$ cat src/design/gpif_stream_pkg.sv
// stream widths and flow-control thresholds for the GPIF-II receive path
// imported by the stream FIFOs, the 32-to-64 packer and the top level
`default_nettype none

package gpif_stream_pkg;

   // width of one word from the GPIF pins
   localparam int word_w = 32;

   // width of the packed output word, two input words side by side
   localparam int out_w = 64;

   // depth exponent of the small FIFO right behind the I/O pins
   // only there to ease timing closure
   localparam int timing_fifo_log2 = 5;

   // largest FX3 burst exponent the burst buffer must absorb
   localparam int burst_log2_max = 8;

   // nearly-full rises once fewer free entries than this remain
   // i.e. 5 entries left
   localparam int nearly_full_margin = 6;

endpackage

`default_nettype wire

$ cat src/design/gpif_axis32_if.sv
// one 32-bit valid/ready stream link between blocks of the receive path
// a word moves on a clock edge where tvalid and tready are both high
`default_nettype none

interface gpif_axis32_if import gpif_stream_pkg::*; ();

   // payload word
   logic [word_w-1:0] tdata;
   // marks the final word of a packet
   logic              tlast;
   // source has a word; tdata/tlast/tvalid hold until taken
   logic              tvalid;
   // sink can take the word this cycle
   logic              tready;

   // upstream side of a link
   modport src (output tdata, tlast, tvalid, input tready);

   // downstream side of a link
   modport snk (input tdata, tlast, tvalid, output tready);

endinterface

`default_nettype wire

$ cat src/design/gpif_sync_fifo.sv
// single-clock stream FIFO with a registered free-space count
// used both as the pin timing FIFO and as the FX3 burst buffer
`default_nettype none

module gpif_sync_fifo import gpif_stream_pkg::*; #(
   parameter int LOG2_DEPTH = timing_fifo_log2
) (
   input  logic                  i_clk,
   input  logic                  i_rst_n,
   gpif_axis32_if.snk            s,
   gpif_axis32_if.src            m,
   output logic [LOG2_DEPTH:0]   o_space
);

   localparam int depth = 1 << LOG2_DEPTH;
   // space count of an empty FIFO
   localparam logic [LOG2_DEPTH:0] space_empty = {1'b1, {LOG2_DEPTH{1'b0}}};

   // storage, last bit kept on top of each data word
   logic [word_w:0]         mem [depth];

   logic [LOG2_DEPTH-1:0]   wr_ptr;
   logic [LOG2_DEPTH-1:0]   rd_ptr;
   logic [LOG2_DEPTH:0]     space_r;

   logic                    wr_en;
   logic                    rd_en;

   ////////////////////////////////////////////////////////////////////////
   // handshake
   ////////////////////////////////////////////////////////////////////////

   // only back-pressure when every entry is taken
   assign s.tready = (space_r != '0);
   // anything stored is presented
   assign m.tvalid = (space_r != space_empty);

   assign wr_en = s.tvalid && s.tready;
   assign rd_en = m.tvalid && m.tready;

   // head of queue, visible the cycle after it was written
   assign {m.tlast, m.tdata} = mem[rd_ptr];

   assign o_space = space_r;

   ////////////////////////////////////////////////////////////////////////
   // storage
   ////////////////////////////////////////////////////////////////////////

   always_ff @(posedge i_clk) begin
      if (wr_en) begin
         mem[wr_ptr] <= {s.tlast, s.tdata};
      end
   end

   ////////////////////////////////////////////////////////////////////////
   // pointers and free space
   ////////////////////////////////////////////////////////////////////////

   always_ff @(posedge i_clk or negedge i_rst_n) begin
      if (!i_rst_n) begin
         wr_ptr  <= '0;
         rd_ptr  <= '0;
         space_r <= space_empty;
      end else begin
         // pointers wrap naturally at the power-of-two depth
         if (wr_en) begin
            wr_ptr <= wr_ptr + 1'b1;
         end
         if (rd_en) begin
            rd_ptr <= rd_ptr + 1'b1;
         end
         // write and read together leave the count alone
         case ({wr_en, rd_en})
            2'b10:   space_r <= space_r - 1'b1;
            2'b01:   space_r <= space_r + 1'b1;
            default: space_r <= space_r;
         endcase
      end
   end

endmodule

`default_nettype wire

$ cat src/flat_wrapper.sv
// flat-port wrapper written by rule: the top's interface ports become plain ports
module gpif_sync_fifo_flat import gpif_stream_pkg::*;
#(
   parameter int LOG2_DEPTH = timing_fifo_log2
)
  (i_clk, i_rst_n, o_space, s_tdata, s_tlast, s_tvalid, s_tready, m_tdata, m_tlast, m_tvalid, m_tready);
  gpif_axis32_if s_i ();
  gpif_axis32_if m_i ();
  input  logic i_clk;
  input  logic i_rst_n;
  output logic [LOG2_DEPTH:0] o_space;
  input wire logic [$bits(s_i.tdata)-1:0] s_tdata;
  input wire logic [$bits(s_i.tlast)-1:0] s_tlast;
  input wire logic [$bits(s_i.tvalid)-1:0] s_tvalid;
  output wire logic [$bits(s_i.tready)-1:0] s_tready;
  output wire logic [$bits(m_i.tdata)-1:0] m_tdata;
  output wire logic [$bits(m_i.tlast)-1:0] m_tlast;
  output wire logic [$bits(m_i.tvalid)-1:0] m_tvalid;
  input wire logic [$bits(m_i.tready)-1:0] m_tready;
  assign s_i.tdata = s_tdata;
  assign s_i.tlast = s_tlast;
  assign s_i.tvalid = s_tvalid;
  assign s_tready = s_i.tready;
  assign m_tdata = m_i.tdata;
  assign m_tlast = m_i.tlast;
  assign m_tvalid = m_i.tvalid;
  assign m_i.tready = m_tready;
  gpif_sync_fifo #(.LOG2_DEPTH(LOG2_DEPTH)) u_core (.i_clk(i_clk), .i_rst_n(i_rst_n), .s(s_i), .m(m_i), .o_space(o_space));
endmodule
$ cat config.mk
export PLATFORM = sky130hd
export DESIGN_NAME = gpif_sync_fifo_flat
export DESIGN_NICKNAME = d
export VERILOG_FILES = /design/src/design/gpif_stream_pkg.sv /design/src/design/gpif_axis32_if.sv /design/src/design/gpif_sync_fifo.sv /design/src/flat_wrapper.sv
export SDC_FILE = /design/constraint.sdc
export NUM_CORES = 1
export LEC_CHECK = 0
export BUFFER_PORTS_ARGS = -buffer_cell sky130_fd_sc_hd__buf_2
export CORE_AREA = 8 8 267 269
export CTS_CLUSTER_SIZE = 30
export DETAILED_ROUTE_END_ITERATION = 12
export DIE_AREA = 0 0 275 277
export PLACE_DENSITY_LB_ADDON = 0.1
export REMOVE_ABC_BUFFERS = 1
export SETUP_SLACK_MARGIN = 0.5
export SYNTH_ARGS = -nofsm -noshare
export SYNTH_HDL_FRONTEND = slang
export SYNTH_SLANG_ARGS = --single-unit
export TNS_END_PERCENT = 20
$ cat constraint.sdc
create_clock -name i_clk -period 4.2 [get_ports i_clk]
set_input_delay 0.63 -clock i_clk [delete_from_list [all_inputs] [get_ports i_clk]]
set_output_delay 0.63 -clock i_clk [all_outputs]
set_load 0.02 [all_outputs]
==> parameters.txt <==
Parameter                              Value

Critical path
  Critical path buffer and inverter count    3
  Launching element type of the critical path    flop
  Worst EP required    3.57 ns
  Data arrival time of the worst path    3.02 ns
  Stage delay of the slowest cell on the critical path    ~0.64 ns
  Cell with the biggest individual delay on the critical path    dfrtp_4
  Biggest fanout along the worst timing path    48
  Critical Path End Type    output port
  Chain of cells forming the critical path    buf_12 -> nor2_4 -> buf_6 -> a22o_1 -> a2111oi_2 -> a311oi_1 -> buf_2
  Cell type group with the largest total delay on the critical path    buffers and inverters
  Class of the most critical setup path    flop to output port

Placement
  Post-Place Cell Area    roughly 0.043 mm²
  Placed wire-length estimate after detailed placement    51400 µm
  Cell Count Post-Placement    ~2800
  Number of buffers inserted by port buffering    between 70 and 80
  Final GP Congestion    around 0.76
  Post-placement worst setup slack    roughly 0.81 ns

Layout
  Fill count    slightly above 4000
  Area of all placed cells without fillers    between 0.04 and 0.05 mm²
  P&R area growth vs syn    13.5%
  Antenna fix cells    0
  # nets final    2072
  Post-route insts no fill    between 2000 and 3000
  Fraction of layout instances using a drive strength above 1    roughly 27%

Clock tree
  Clock input transition at the sequential cells of the worst setup and hold paths    about 0.060 ns
  TritonCTS clock tree    yes
  CTS Root Buffer Type    clkbuf_16
  Insertion delay of the later-clocked pin in the worst-skew pair    around 0.65 ns
  Number of CTS-inserted buffers    roughly 100
  CTS Sinks    1072
  H-tree lvl count    3
  Number of buffers on the longest clock path    3

Die
  Horizontal extent of the die    275 µm
  Core Box Area    between 0.06 and 0.07 mm²
  IO Count    78
  Die height    around 280 µm
  Number of core rows    95
  Total Die Area    0.0762 mm²
  Initial core utilization    between 60% and 70%

Timing
  TNS Setup    0 ns
  Worst Slack Setup Final    around 0.55 ns
  Measured slew at the worst slew-check pin    about 1.1 ns
  Worst Skew    roughly 0.019 ns
  Hold violation count in the final report    0
  Finish-stage setup viols    0
  Relative max-transition margin    approximately a quarter
  RSZ-0062 raised after global routing    yes
  Hold Worst Slack    around 0.37 ns
  Number of slew-limit violations in the final report    0
  Crit share post-route    86.9%
  Highest clock frequency the design can meet    around 270 MHz
  Final critical delay including setup and external delays    between 3 and 4 ns

Detailed routing
  Vias per Instance    approximately 6.8
  Via count of the routed design    around 20000
  Highest metal used    met5
  Routed metal-1 wire length    about 38000 µm
  Total routed wirelength    between 90000 and 100000 µm
  Number of iterations in the first detailed-routing pass    7
  Iteration-0 DRC count of the detailed router    approximately 2300
  Detail Route met3 WL    a little under 9000 µm
  Detail Route Antenna Nets    0
  Met2 WL    ~45000 µm
  Drt drc    0
  Post-detailed-route wirelength per cell    approximately 32 µm

Yosys
  Leading area contributor after synthesis    edfxtp_1
  Mean cell area of the mapped netlist    22.1 µm²
  Post-synthesis instance area    between 0.04 and 0.05 mm²
  Asr flop ratio synth    under 10%
  Number of synthesized flops with an enable pin    ~1100
  Largest cells by area after synthesis    edfxtp_1, mux4_2, mux2i_1
  Cell with the most instances after synthesis    edfxtp_1
  Synth Register Bits    between 1000 and 1500
  Most instantiated flip-flop cell in the synthesis netlist    edfxtp_1
  Yosys warning total    0
  Sequential cell area fraction in the yosys report    approximately four fifths
  Number of distinct library cell variants in the gate-level netlist after synthesis    between 40 and 50
  Top cell type's share of synthesized area    about 77%
  Mapped Cells    1857
  Top cells by count, synth    edfxtp_1, mux4_2, mux2i_1

Hold path
  Path type of the worst min-delay path    input port to flop

GRT
  Via count of the first global-routing pass    slightly above 20000
  Overall fraction of global-route tracks in use    between 20 and 25%
  Remaining global-route overflow    0
  Pin count of the biggest net entering global routing    50
  Number of antenna violations at the first check in global routing    1
  Global-route wire length before repair    roughly 140000 µm

Job
  Max-cap violations    0

Power and ir drop
  Total power divided by cell area    between 600 and 700 mW/mm²
  Peak supply drop    0.462 mV
  Leakage component of the power    0.0150 µW

Status
  Result of the run    completed
[worst min-delay path, stage by stage]
cell and delay [ns]:
buf_2 0.08, o31a_4 0.19, xor2_1 0.08
[registers in the layout (all words and copies together), names as in the netlist]
| signal | count |
|---|---|
| u_core.o_space | 6 |
| u_core.rd_ptr | 5 |
| u_core.mem | 1056 |
| u_core.wr_ptr | 5 |
[metrics by stage]
step,util (%),total power (µW)
floorplan,-,18200
global placement,64.2,22100
detailed placement,64.2,22200
CTS,69.5,31600
global route,69.6,32600
finish,69.6,31500
[area by class of cell]
type | instances | area, µm² | area share (%)
Clock buffer | 123 | 2750 | 5.90
Timing Repair Buffer | 169 | 1340 | 2.87
Clock inverter | 66 | 709 | 1.53
Inverter | 6 | 22.5 | 0.0484
Multi-Input combinational cell | 671 | 8480 | 18.2
Sequential cell | 1072 | 32100 | 69.1
Tap cell | 873 | 1090 | 2.35
[logic make-up (layout without fill, tap and decap cells)]
| kind of cell | Yosys count | count (layout) | share of synthesized area, % |
|---|---|---|---|
| mux | 332 | 332 | 14.2 |
| compound gates | 246 | 246 | 4.31 |
| fa+ha+maj | 11 | 11 | 0.354 |
| xor+xnor | 12 | 12 | 0.257 |
| flops | 1072 | 1072 | 78.4 |
| simple gates | 69 | 70 | 0.846 |
| buf+inv | 115 | 364 | 1.65 |
[layout by cell type (no fill, tap or decap), types with 5 or more instances in the layout]
master,n
mux2i_1,131
ha_1,10
clkinvlp_4,8
clkinv_2,17
nor2_4,33
bufinv_16,14
buf_2,77
clkinv_1,20
edfxtp_1,1056
o221ai_1,64
buf_4,65
o21ai_0,8
clkbuf_16,106
nand2_1,9
a22oi_1,96
a21oi_1,66
dfrtp_1,10
buf_6,6
clkbuf_1,14
inv_1,5
mux4_2,199
xnor2_1,9
buf_12,17
[power by group]
group | switching, µW | leakage [µW] | internal [µW]
Combinational | 5440 | 0.00360 | 3780
Clock | 3860 | 0.00167 | 5520
Sequential | 382 | 0.00970 | 12500
Total | 9680 | 0.0150 | 21800
[repair_timing]
item	4_1_cts	5_1_grt
gates resized for setup	7	2
setup buffers	5	7
pin swaps	0	1
hold buffers	1	0
hold endpoints to repair	15	0
cloned	0	1
endpoints found under the setup margin	33	32
[routing by layer]
layer	global-route usage, %	vias up
met5	0	-
met2	38.9	1003
met4	7.40	2
met1	35.7	10708
li1	-	8258
met3	5.01	149
[worst paths after layout]
path,startpoint,to,slack (ns),cells past startpoint
hold reg to reg,u_core.o_space[5]$_DFFE_PN1P_,u_core.o_space[5]$_DFFE_PN1P_,0.54,1
hold / removal,m_tready,u_core.rd_ptr[0]$_DFFE_PN0P_,0.37,3
min in group asynchronous,i_rst_n,u_core.o_space[1]$_DFFE_PN0P_,0.48,2
setup / recovery,u_core.rd_ptr[1]$_DFFE_PN0P_,m_tdata[31],0.55,7
setup reg to reg,u_core.o_space[0]$_DFFE_PN0P_,u_core.o_space[5]$_DFFE_PN1P_,0.95,10
max in group asynchronous,i_rst_n,u_core.rd_ptr[1]$_DFFE_PN0P_,3.36,2
Power figures use the tool's default switching activity.
