**src/design/gpif_stream_pkg.sv**
```systemverilog
// stream widths and flow-control thresholds for the GPIF-II receive path
// imported by the stream FIFOs, the 32-to-64 packer and the top level
`default_nettype none

package gpif_stream_pkg;

   // width of one word from the GPIF pins
   localparam int word_w = 32;

   // width of the packed output word, two input words side by side
   localparam int out_w = 64;

   // depth exponent of the small FIFO right behind the I/O pins
   // only there to ease timing closure
   localparam int timing_fifo_log2 = 5;

   // largest FX3 burst exponent the burst buffer must absorb
   localparam int burst_log2_max = 8;

   // nearly-full rises once fewer free entries than this remain
   // i.e. 5 entries left
   localparam int nearly_full_margin = 6;

endpackage

`default_nettype wire

```
**src/design/gpif_axis32_if.sv**
```systemverilog
// one 32-bit valid/ready stream link between blocks of the receive path
// a word moves on a clock edge where tvalid and tready are both high
`default_nettype none

interface gpif_axis32_if import gpif_stream_pkg::*; ();

   // payload word
   logic [word_w-1:0] tdata;
   // marks the final word of a packet
   logic              tlast;
   // source has a word; tdata/tlast/tvalid hold until taken
   logic              tvalid;
   // sink can take the word this cycle
   logic              tready;

   // upstream side of a link
   modport src (output tdata, tlast, tvalid, input tready);

   // downstream side of a link
   modport snk (input tdata, tlast, tvalid, output tready);

endinterface

`default_nettype wire

```
**src/design/gpif_pack_32to64.sv**
```systemverilog
// packs pairs of 32-bit stream words into 64-bit words
// earlier word goes in the low half; a packet ending early pads the high half
`default_nettype none

module gpif_pack_32to64 import gpif_stream_pkg::*; (
   input  logic              i_clk,
   input  logic              i_rst_n,
   gpif_axis32_if.snk        s,
   output logic [out_w-1:0]  o_tdata,
   output logic              o_tlast,
   output logic              o_tvalid,
   input  logic              i_tready
);

   // first word of a pair, waiting for its partner
   logic [word_w-1:0] lo_r;
   logic              have_lo;

   logic              out_free;
   logic              take;

   // output register empty or being emptied this cycle
   assign out_free = !o_tvalid || i_tready;

   // a lone low word only needs the holding register
   assign s.tready = out_free || (!have_lo && !s.tlast);
   assign take     = s.tvalid && s.tready;

   ////////////////////////////////////////////////////////////////////////
   // low half holding register
   ////////////////////////////////////////////////////////////////////////

   always_ff @(posedge i_clk) begin
      if (take && !have_lo && !s.tlast) begin
         lo_r <= s.tdata;
      end
   end

   ////////////////////////////////////////////////////////////////////////
   // pair state and output register
   ////////////////////////////////////////////////////////////////////////

   always_ff @(posedge i_clk or negedge i_rst_n) begin
      if (!i_rst_n) begin
         have_lo  <= 1'b0;
         o_tvalid <= 1'b0;
         o_tlast  <= 1'b0;
         o_tdata  <= '0;
      end else begin
         // drop valid once taken, a new load below overrides
         if (o_tvalid && i_tready) begin
            o_tvalid <= 1'b0;
         end
         if (take) begin
            if (have_lo) begin
               // second word completes the pair
               o_tdata  <= {s.tdata, lo_r};
               o_tlast  <= s.tlast;
               o_tvalid <= 1'b1;
               have_lo  <= 1'b0;
            end else if (s.tlast) begin
               // packet ends on the low half, pad with zero
               o_tdata  <= {{word_w{1'b0}}, s.tdata};
               o_tlast  <= 1'b1;
               o_tvalid <= 1'b1;
            end else begin
               have_lo <= 1'b1;
            end
         end
      end
   end

endmodule

`default_nettype wire

```
**src/flat_wrapper.sv**
```systemverilog
// flat-port wrapper written by rule: the top's interface ports become plain ports
module gpif_pack_32to64_flat import gpif_stream_pkg::*;
  (i_clk, i_rst_n, o_tdata, o_tlast, o_tvalid, i_tready, s_tdata, s_tlast, s_tvalid, s_tready);
  gpif_axis32_if s_i ();
  input  logic i_clk;
  input  logic i_rst_n;
  output logic [out_w-1:0] o_tdata;
  output logic o_tlast;
  output logic o_tvalid;
  input  logic i_tready;
  input wire logic [$bits(s_i.tdata)-1:0] s_tdata;
  input wire logic [$bits(s_i.tlast)-1:0] s_tlast;
  input wire logic [$bits(s_i.tvalid)-1:0] s_tvalid;
  output wire logic [$bits(s_i.tready)-1:0] s_tready;
  assign s_i.tdata = s_tdata;
  assign s_i.tlast = s_tlast;
  assign s_i.tvalid = s_tvalid;
  assign s_tready = s_i.tready;
  gpif_pack_32to64 u_core (.i_clk(i_clk), .i_rst_n(i_rst_n), .s(s_i), .o_tdata(o_tdata), .o_tlast(o_tlast), .o_tvalid(o_tvalid), .i_tready(i_tready));
endmodule
```
**config.mk**
```make
export PLATFORM = sky130hd
export DESIGN_NAME = gpif_pack_32to64_flat
export DESIGN_NICKNAME = d
export VERILOG_FILES = /design/src/design/gpif_stream_pkg.sv /design/src/design/gpif_axis32_if.sv /design/src/design/gpif_pack_32to64.sv /design/src/flat_wrapper.sv
export SDC_FILE = /design/constraint.sdc
export NUM_CORES = 1
export LEC_CHECK = 0
export ABC_AREA = 1
export BUFFER_PORTS_ARGS = -buffer_cell sky130_fd_sc_hd__buf_4
export CAP_MARGIN = 20
export CORE_MARGIN = 5
export CORE_UTILIZATION = 50
export CTS_BUF_LIST = sky130_fd_sc_hd__clkbuf_8
export CTS_CLUSTER_SIZE = 25
export DETAILED_ROUTE_END_ITERATION = 8
export GPL_TIMING_DRIVEN = 0
export HOLD_SLACK_MARGIN = 0.02
export PLACE_DENSITY = 0.75
export SETUP_SLACK_MARGIN = 0.4
export SYNTH_ARGS = -nofsm -noshare
export SYNTH_HDL_FRONTEND = slang
export SYNTH_SLANG_ARGS = --single-unit
```
**constraint.sdc**
```tcl
create_clock -name i_clk -period 3.6 [get_ports i_clk]
set_input_delay 0.18 -clock i_clk [delete_from_list [all_inputs] [get_ports i_clk]]
set_output_delay 0.18 -clock i_clk [all_outputs]
set_load 0.01 [all_outputs]
```
==> summary.txt, run 1 <==
I/O Pins - 104
First DRT Iteration DRCs - 317
Hold path start - s_tdata[11]
Initial core utilization - 0.510
Final min period - 2.03 ns
Worst path max stage delay - 0.42 ns
Crit path from - u_core.have_lo
Routability cong. - 0.880
CP endpoint kind - flop
GR Overflow Total - 0
Part of the Yosys area used for sequential elements - 0.599
CTS Buf Count - 9
CP bufs+invs - 4
Worst Max-Slew Pin Slew - 0.847 ns
Yosys cell types - 12
WP data arrival - 2.10 ns
Synth area leaders - dfrtp_1 (38%), nand2_1 (23%), edfxtp_1 (22%)
Clk buf depth - 2
N_diodes - 0
Area Growth Syn to Fin - 33.4%
Hold Crit Depth - 1
Cell family with most CP delay - buffers and inverters
Pwr/cell area - 530 mW/mm^2
Post-Syn Area - 0.00440 sq mm
Vias in the first global route - 3990
Dominant cell type by area after synthesis - dfrtp_1
CTS tree - yes
Die ar. - 0.0108 sq mm
Max frequency - 492 MHz
Clock transition at path regs - 0.09 ns
Clock Latency Late Sink - 0.37 ns
Min-Delay Path Class - in2reg
Maximum vdd drop - 0.000253 V
Crit Path Max Fanout - 22
Max transition margin - 0.436
Startpoint Class - flop
Final Cell Area - 0.00587 sq mm
First-pass GRT wire length - 19.9 mm
#FFs+latches synth - 99
Yosys warns - 0
Die H - 104 um
Hold_buf cts - 30
Final std cells w/o fill - 767
Initial antenna violation count - 0
Leak pwr - 3.26 nW
Via density - 5.19
Final ANT Viol Nets - 0
Share of cells above drive strength 1 - 0.220
Dpl cells - 719
Nets - 691
CTS-repair resized insts - 0
Status - completed
Crit path kind - reg2reg
Largest net degree at the start of global routing - 68
Hold Vio Cnt, Final - 0
Util after Layout - 0.680
DP HPWL - 8.06 mm
Share of the synthesized area in the top cell type - 0.381
Final WL - 11.8 mm
Critical path cell sequence - inv_2, clkbuf_1, nand3_1, inv_1, buf_16
RSZ-0062 raised after global routing - no
Core ar. - 0.00864 sq mm
DRC viols - 0
Final cycle utilization of the critical path - 0.565
Setup bufs post-CTS - 0
Max-slew violation count - 0
Data required time at the worst endpoint - 3.67 ns
Die width - 104 um
H-tree depth - 3
Max-Cap Viols - 0
WL/cell - 15.4 um
R2R cell count - 5
CTS root buf - clkbuf_8
Clk_skew - 0.0122 ns
GR Util All Layers - 0.223
Slowest-stage cell, CP - inv_1
Avg Inst Size Synth - 8.66 sq um
Hold WS - 0.0365 ns
FF-to-FF Start - u_core.have_lo
Cell count along the critical path - 5
Placed Area - 0.00533 sq mm
Vias - 3983
Clk sinks - 99
I/O Buffers - 102
Row count - 34
TNS Setup - 0 ns
Post-Syn Instances - 508
Drt pass-1 iters - 5
Setup violation total in the final timing report - 0
Post-Syn Nets - 545
## flip-flops by register name, summed over array words and instances, names as in the netlist
register,flops
u_core.lo_r,32
u_core.o_tdata,64
u_core.o_tvalid,1
u_core.have_lo,1
u_core.o_tlast,1
## cells in the mapped netlist
cell,count
nand2_1,265
dfrtp_1,67
nand4_1,64
inv_1,36
edfxtp_1,32
buf_2,21
clkbuf_1,12
buf_6,4
nand3_1,3
buf_4,2
inv_2,1
nor2_1,1
## cells by family (layout without fill, tap and decap cells)
group	Yosys count	count (layout)	synth area share
and+or+nand+nor	333	333	0.321
buffers and inverters	76	227	0.0793
DFF	99	99	0.599
## metrics by stage
step           setup WS [ns]  power (W)
2_1_floorplan           1.70    0.00188
3_3_place_gp            1.27    0.00229
3_5_place_dp            1.59    0.00231
4_1_cts                 1.57    0.00312
5_1_grt                 1.41    0.00329
6_report                1.57    0.00311
## power by group
| part | leakage [nW] | switching (W) | internal, W | total, W |
|---|---|---|---|---|
| logic | 1.98 | 0.000477 | 0.000392 | 0.000869 |
| clock network | 0.119 | 0.000384 | 0.000408 | 0.000791 |
| registers | 1.16 | 0.000107 | 0.00135 | 0.00145 |
## layout by cell type (no fill, tap or decap), types with 3 or more instances in the layout
cell type / netlist / routed
clkbuf_8: 0 / 10
dfrtp_1: 67 / 67
buf_4: 2 / 104
edfxtp_1: 32 / 32
buf_2: 21 / 21
clkbuf_1: 12 / 12
nand4_1: 64 / 64
nand3_1: 3 / 3
inv_1: 36 / 38
dlygate4sd3_1: 0 / 32
nand2_1: 265 / 265
buf_6: 4 / 4
## final timing paths
kind	end	slack (ns)
min reg2reg	u_core.o_tdata[61]	0.49
max in group asynchronous	u_core.o_tdata[21]	2.58
min	u_core.lo_r[11]	0.04
max	u_core.lo_r[9]	1.57
min in group asynchronous	u_core.o_tdata[39]	0.46
max reg2reg	u_core.lo_r[9]	1.57
## metal layers
metal	vias to the layer above	GRT usage	share of wire	wire, um
li1	1915	-	-	-
met1	1902	0.300	0.42	4980
met2	151	0.362	0.50	5900
met3	15	0.0417	0.063	739
met4	0	0.0768	0.016	188
met5	-	0	0	0
## cell type report
type / instances / area, sq um
clock buffers: 10 / 138
inverters: 37 / 139
flip-flops and latches: 99 / 2640
fillers: 695 / 2770
multi-input cells: 333 / 1410
plain buffers: 39 / 210
repair buffers: 135 / 1110
clock inverters: 6 / 82.6
well taps: 108 / 135
Note: power is estimated with default switching activity, not from simulation.
==> inputs of run 2 (changes only) <==
--- a/config.mk
+++ b/config.mk
@@ -15,7 +15,7 @@
 export DETAILED_ROUTE_END_ITERATION = 8
 export GPL_TIMING_DRIVEN = 0
 export HOLD_SLACK_MARGIN = 0.02
-export PLACE_DENSITY = 0.75
+export PLACE_DENSITY = 0.78
 export SETUP_SLACK_MARGIN = 0.4
 export SYNTH_ARGS = -nofsm -noshare
 export SYNTH_HDL_FRONTEND = slang
==> constraint.sdc (replaced) <==
create_clock -name i_clk -period 1.8 [get_ports i_clk]
set_input_delay 0.09 -clock i_clk [delete_from_list [all_inputs] [get_ports i_clk]]
set_output_delay 0.09 -clock i_clk [all_outputs]
set_load 0.01 [all_outputs]
==> run 2 against run 1 <==
Compared with the run above: routed wire length is 4.0% higher; cell count grew 1.8%; clock skew fell by 0.0029 ns; core utilization is 1.9 points higher; critical path depth is the same; sequential power rose by 100%; global-route usage up 1.1 points; die area did not move; first-iteration DRC count decreased by 20%; register-to-register slack worse by 1.1 ns; total power rose by 100%; clock power is 91% higher; critical endpoint is now s_tready.
==> summary.txt, run 2 (synthesis gave the netlist of run 1 again) <==
R2R cell count - 7 (+2)
Crit path kind - reg2out
Setup violation total in the final timing report - 0 (unchanged)
Hold WS - 0.0864 ns (+0.0499 ns)
Max reg flops - 64 (unchanged)
CTS Buf Count - 9 (unchanged)
H-tree depth - 3 (unchanged)
Most frequent cells in the layout - nand2_1 (263), buf_4 (113), dfrtp_1 (67), nand4_1 (64), inv_1 (35)
Max transition margin - 0.419 (-0.0163)
Min-Delay Path Class - in2reg
Row count - 34 (unchanged)
Commonest non-fill, non-tap cell in the layout - nand2_1
R2R Setup Slk - 0.46 ns (-1.11 ns)
First DRT Iteration DRCs - 254 (-20%)
Clk buf depth - 2 (unchanged)
Initial antenna violation count - 0 (unchanged)
Largest register by flop count - u_core.o_tdata
CP endpoint kind - output pin
RSZ-0062 raised after global routing - yes
Final cycle utilization of the critical path - 0.774
GR Overflow Total - 0 (unchanged)
Final min period - 1.39 ns
Final WL - 12.3 mm (+4.0%)
Final Cell Area - 0.00604 sq mm (+2.8%)
Nets - 705 (+2.0%)
WL/cell - 15.7 um (+2.2%)
Max-Cap Viols - 0 (unchanged)
Die ar. - 0.0108 sq mm (unchanged)
Clk sinks - 99 (unchanged)
Crit path from - u_core.have_lo
Largest net degree at the start of global routing - 68 (unchanged)
Drt pass-1 iters - 5 (unchanged)
Routability cong. - 0.836 (-5.0%)
Initial core utilization - 0.510 (unchanged)
Pwr/cell area - 1040 mW/mm^2 (+95%)
Max-slew violation count - 0 (unchanged)
Data required time at the worst endpoint - 1.71 ns (-1.96 ns)
TNS Setup - 0 ns (unchanged)
Placed Area - 0.00533 sq mm (about the same)
First-pass GRT wire length - 20.6 mm (+3.5%)
Hold Vio Cnt, Final - 0 (unchanged)
RR Endpoint - u_core.o_tdata[47]
Hold endpoint - u_core.o_tlast
I/O Buffers - 102 (unchanged)
Leak pwr - 3.34 nW (+2.4%)
I/O Pins - 104 (unchanged)
FF-to-FF Start - u_core.have_lo
Hold Crit Depth - 5 (+4)
Vias - 4120 (+3.4%)
Die width - 104 um (unchanged)
CTS tree - yes
Area Growth Syn to Fin - 37.2%
Worst Max-Slew Pin Slew - 0.871 ns (+0.0244 ns)
Clock Latency Late Sink - 0.37 ns (about the same)
Status - completed
Final ANT Viol Nets - 0 (unchanged)
Core ar. - 0.00864 sq mm (unchanged)
Max frequency - 718 MHz
DP HPWL - 8.07 mm (+0.22%)
CTS root buf - clkbuf_8
Share of cells above drive strength 1 - 0.250 (+0.0296)
Via density - 5.28 (+1.6%)
Maximum vdd drop - 0.000560 V (+120%)
Vias in the first global route - 4229 (+6.0%)
Crit Path Max Fanout - 7 (-68%)
Die H - 104 um (unchanged)
GR Util All Layers - 0.233 (+0.0105)
N_diodes - 0 (unchanged)
Startpoint Class - flop
Clk_skew - 0.00930 ns (-0.00291 ns)
DRC viols - 0 (unchanged)
Clock transition at path regs - 0.10 ns (about the same)
Hold path start - i_tready
Largest regs - u_core.o_tdata (64), u_core.lo_r (32)
WP data arrival - 1.30 ns (-0.80 ns)
run 2: routing by layer:
layer / global-route usage / routed length [um]
met1: 0.298 / 5020
met2: 0.398 / 6240
met3: 0.0361 / 735
met4: 0.0897 / 278
met5: 0 / 0
run 2: through the flow:
stage                util  setup WS, ns  std cells  power (W)
floorplan               -         0.348        508    0.00377
global placement    0.617        0.0983        718    0.00458
detailed placement  0.617        0.0706        718    0.00464
CTS                 0.691         0.410        776    0.00623
global route        0.699         0.349        781    0.00658
finish              0.699         0.406        781    0.00625
run 2: worst max path at each step:
stage	end	slack [ns]	cells after the start
global placement	u_core.lo_r[10]	0.1	4
detailed placement	u_core.lo_r[20]	0.07	4
finish	s_tready	0.41	5
floorplan	u_core.lo_r[0]	0.35	4
CTS	s_tready	0.41	5
global route	s_tready	0.35	5
run 2: critical path: stages (launching register included):
cell     delay [ns]
dfrtp_1        0.42
inv_2          0.13
nand2_4        0.07
buf_8          0.13
nand2_4        0.07
buf_6          0.10
run 2: repair_timing:
action                     CTS  global route
setup endpoints to repair   34            61
resized for setup            6            18
hold endpoints to repair   100             0
setup buffers                7             5
gates cloned                 1             0
hold buffers                34             0
run 2: final cells by class:
type                            count  area [sq um]
Buffer                             39           251
Clock buffer                       10           138
Clock inverter                      6          70.1
Fill cell                         660          2600
Inverter                           37           143
Multi-Input combinational cell    333          1440
Sequential cell                    99          2640
Tap cell                          108           135
Timing Repair Buffer              148          1210
Timing Repair inverter              1          7.51
run 2: report_power, final:
part	switching [W]	internal [W]	total (W)	leakage (nW)
Clock	0.000811	0.000696	0.00151	0.108
Sequential	0.000219	0.00269	0.00291	1.16
Combinational	0.000990	0.000845	0.00184	2.07
Total	0.00202	0.00423	0.00625	3.34
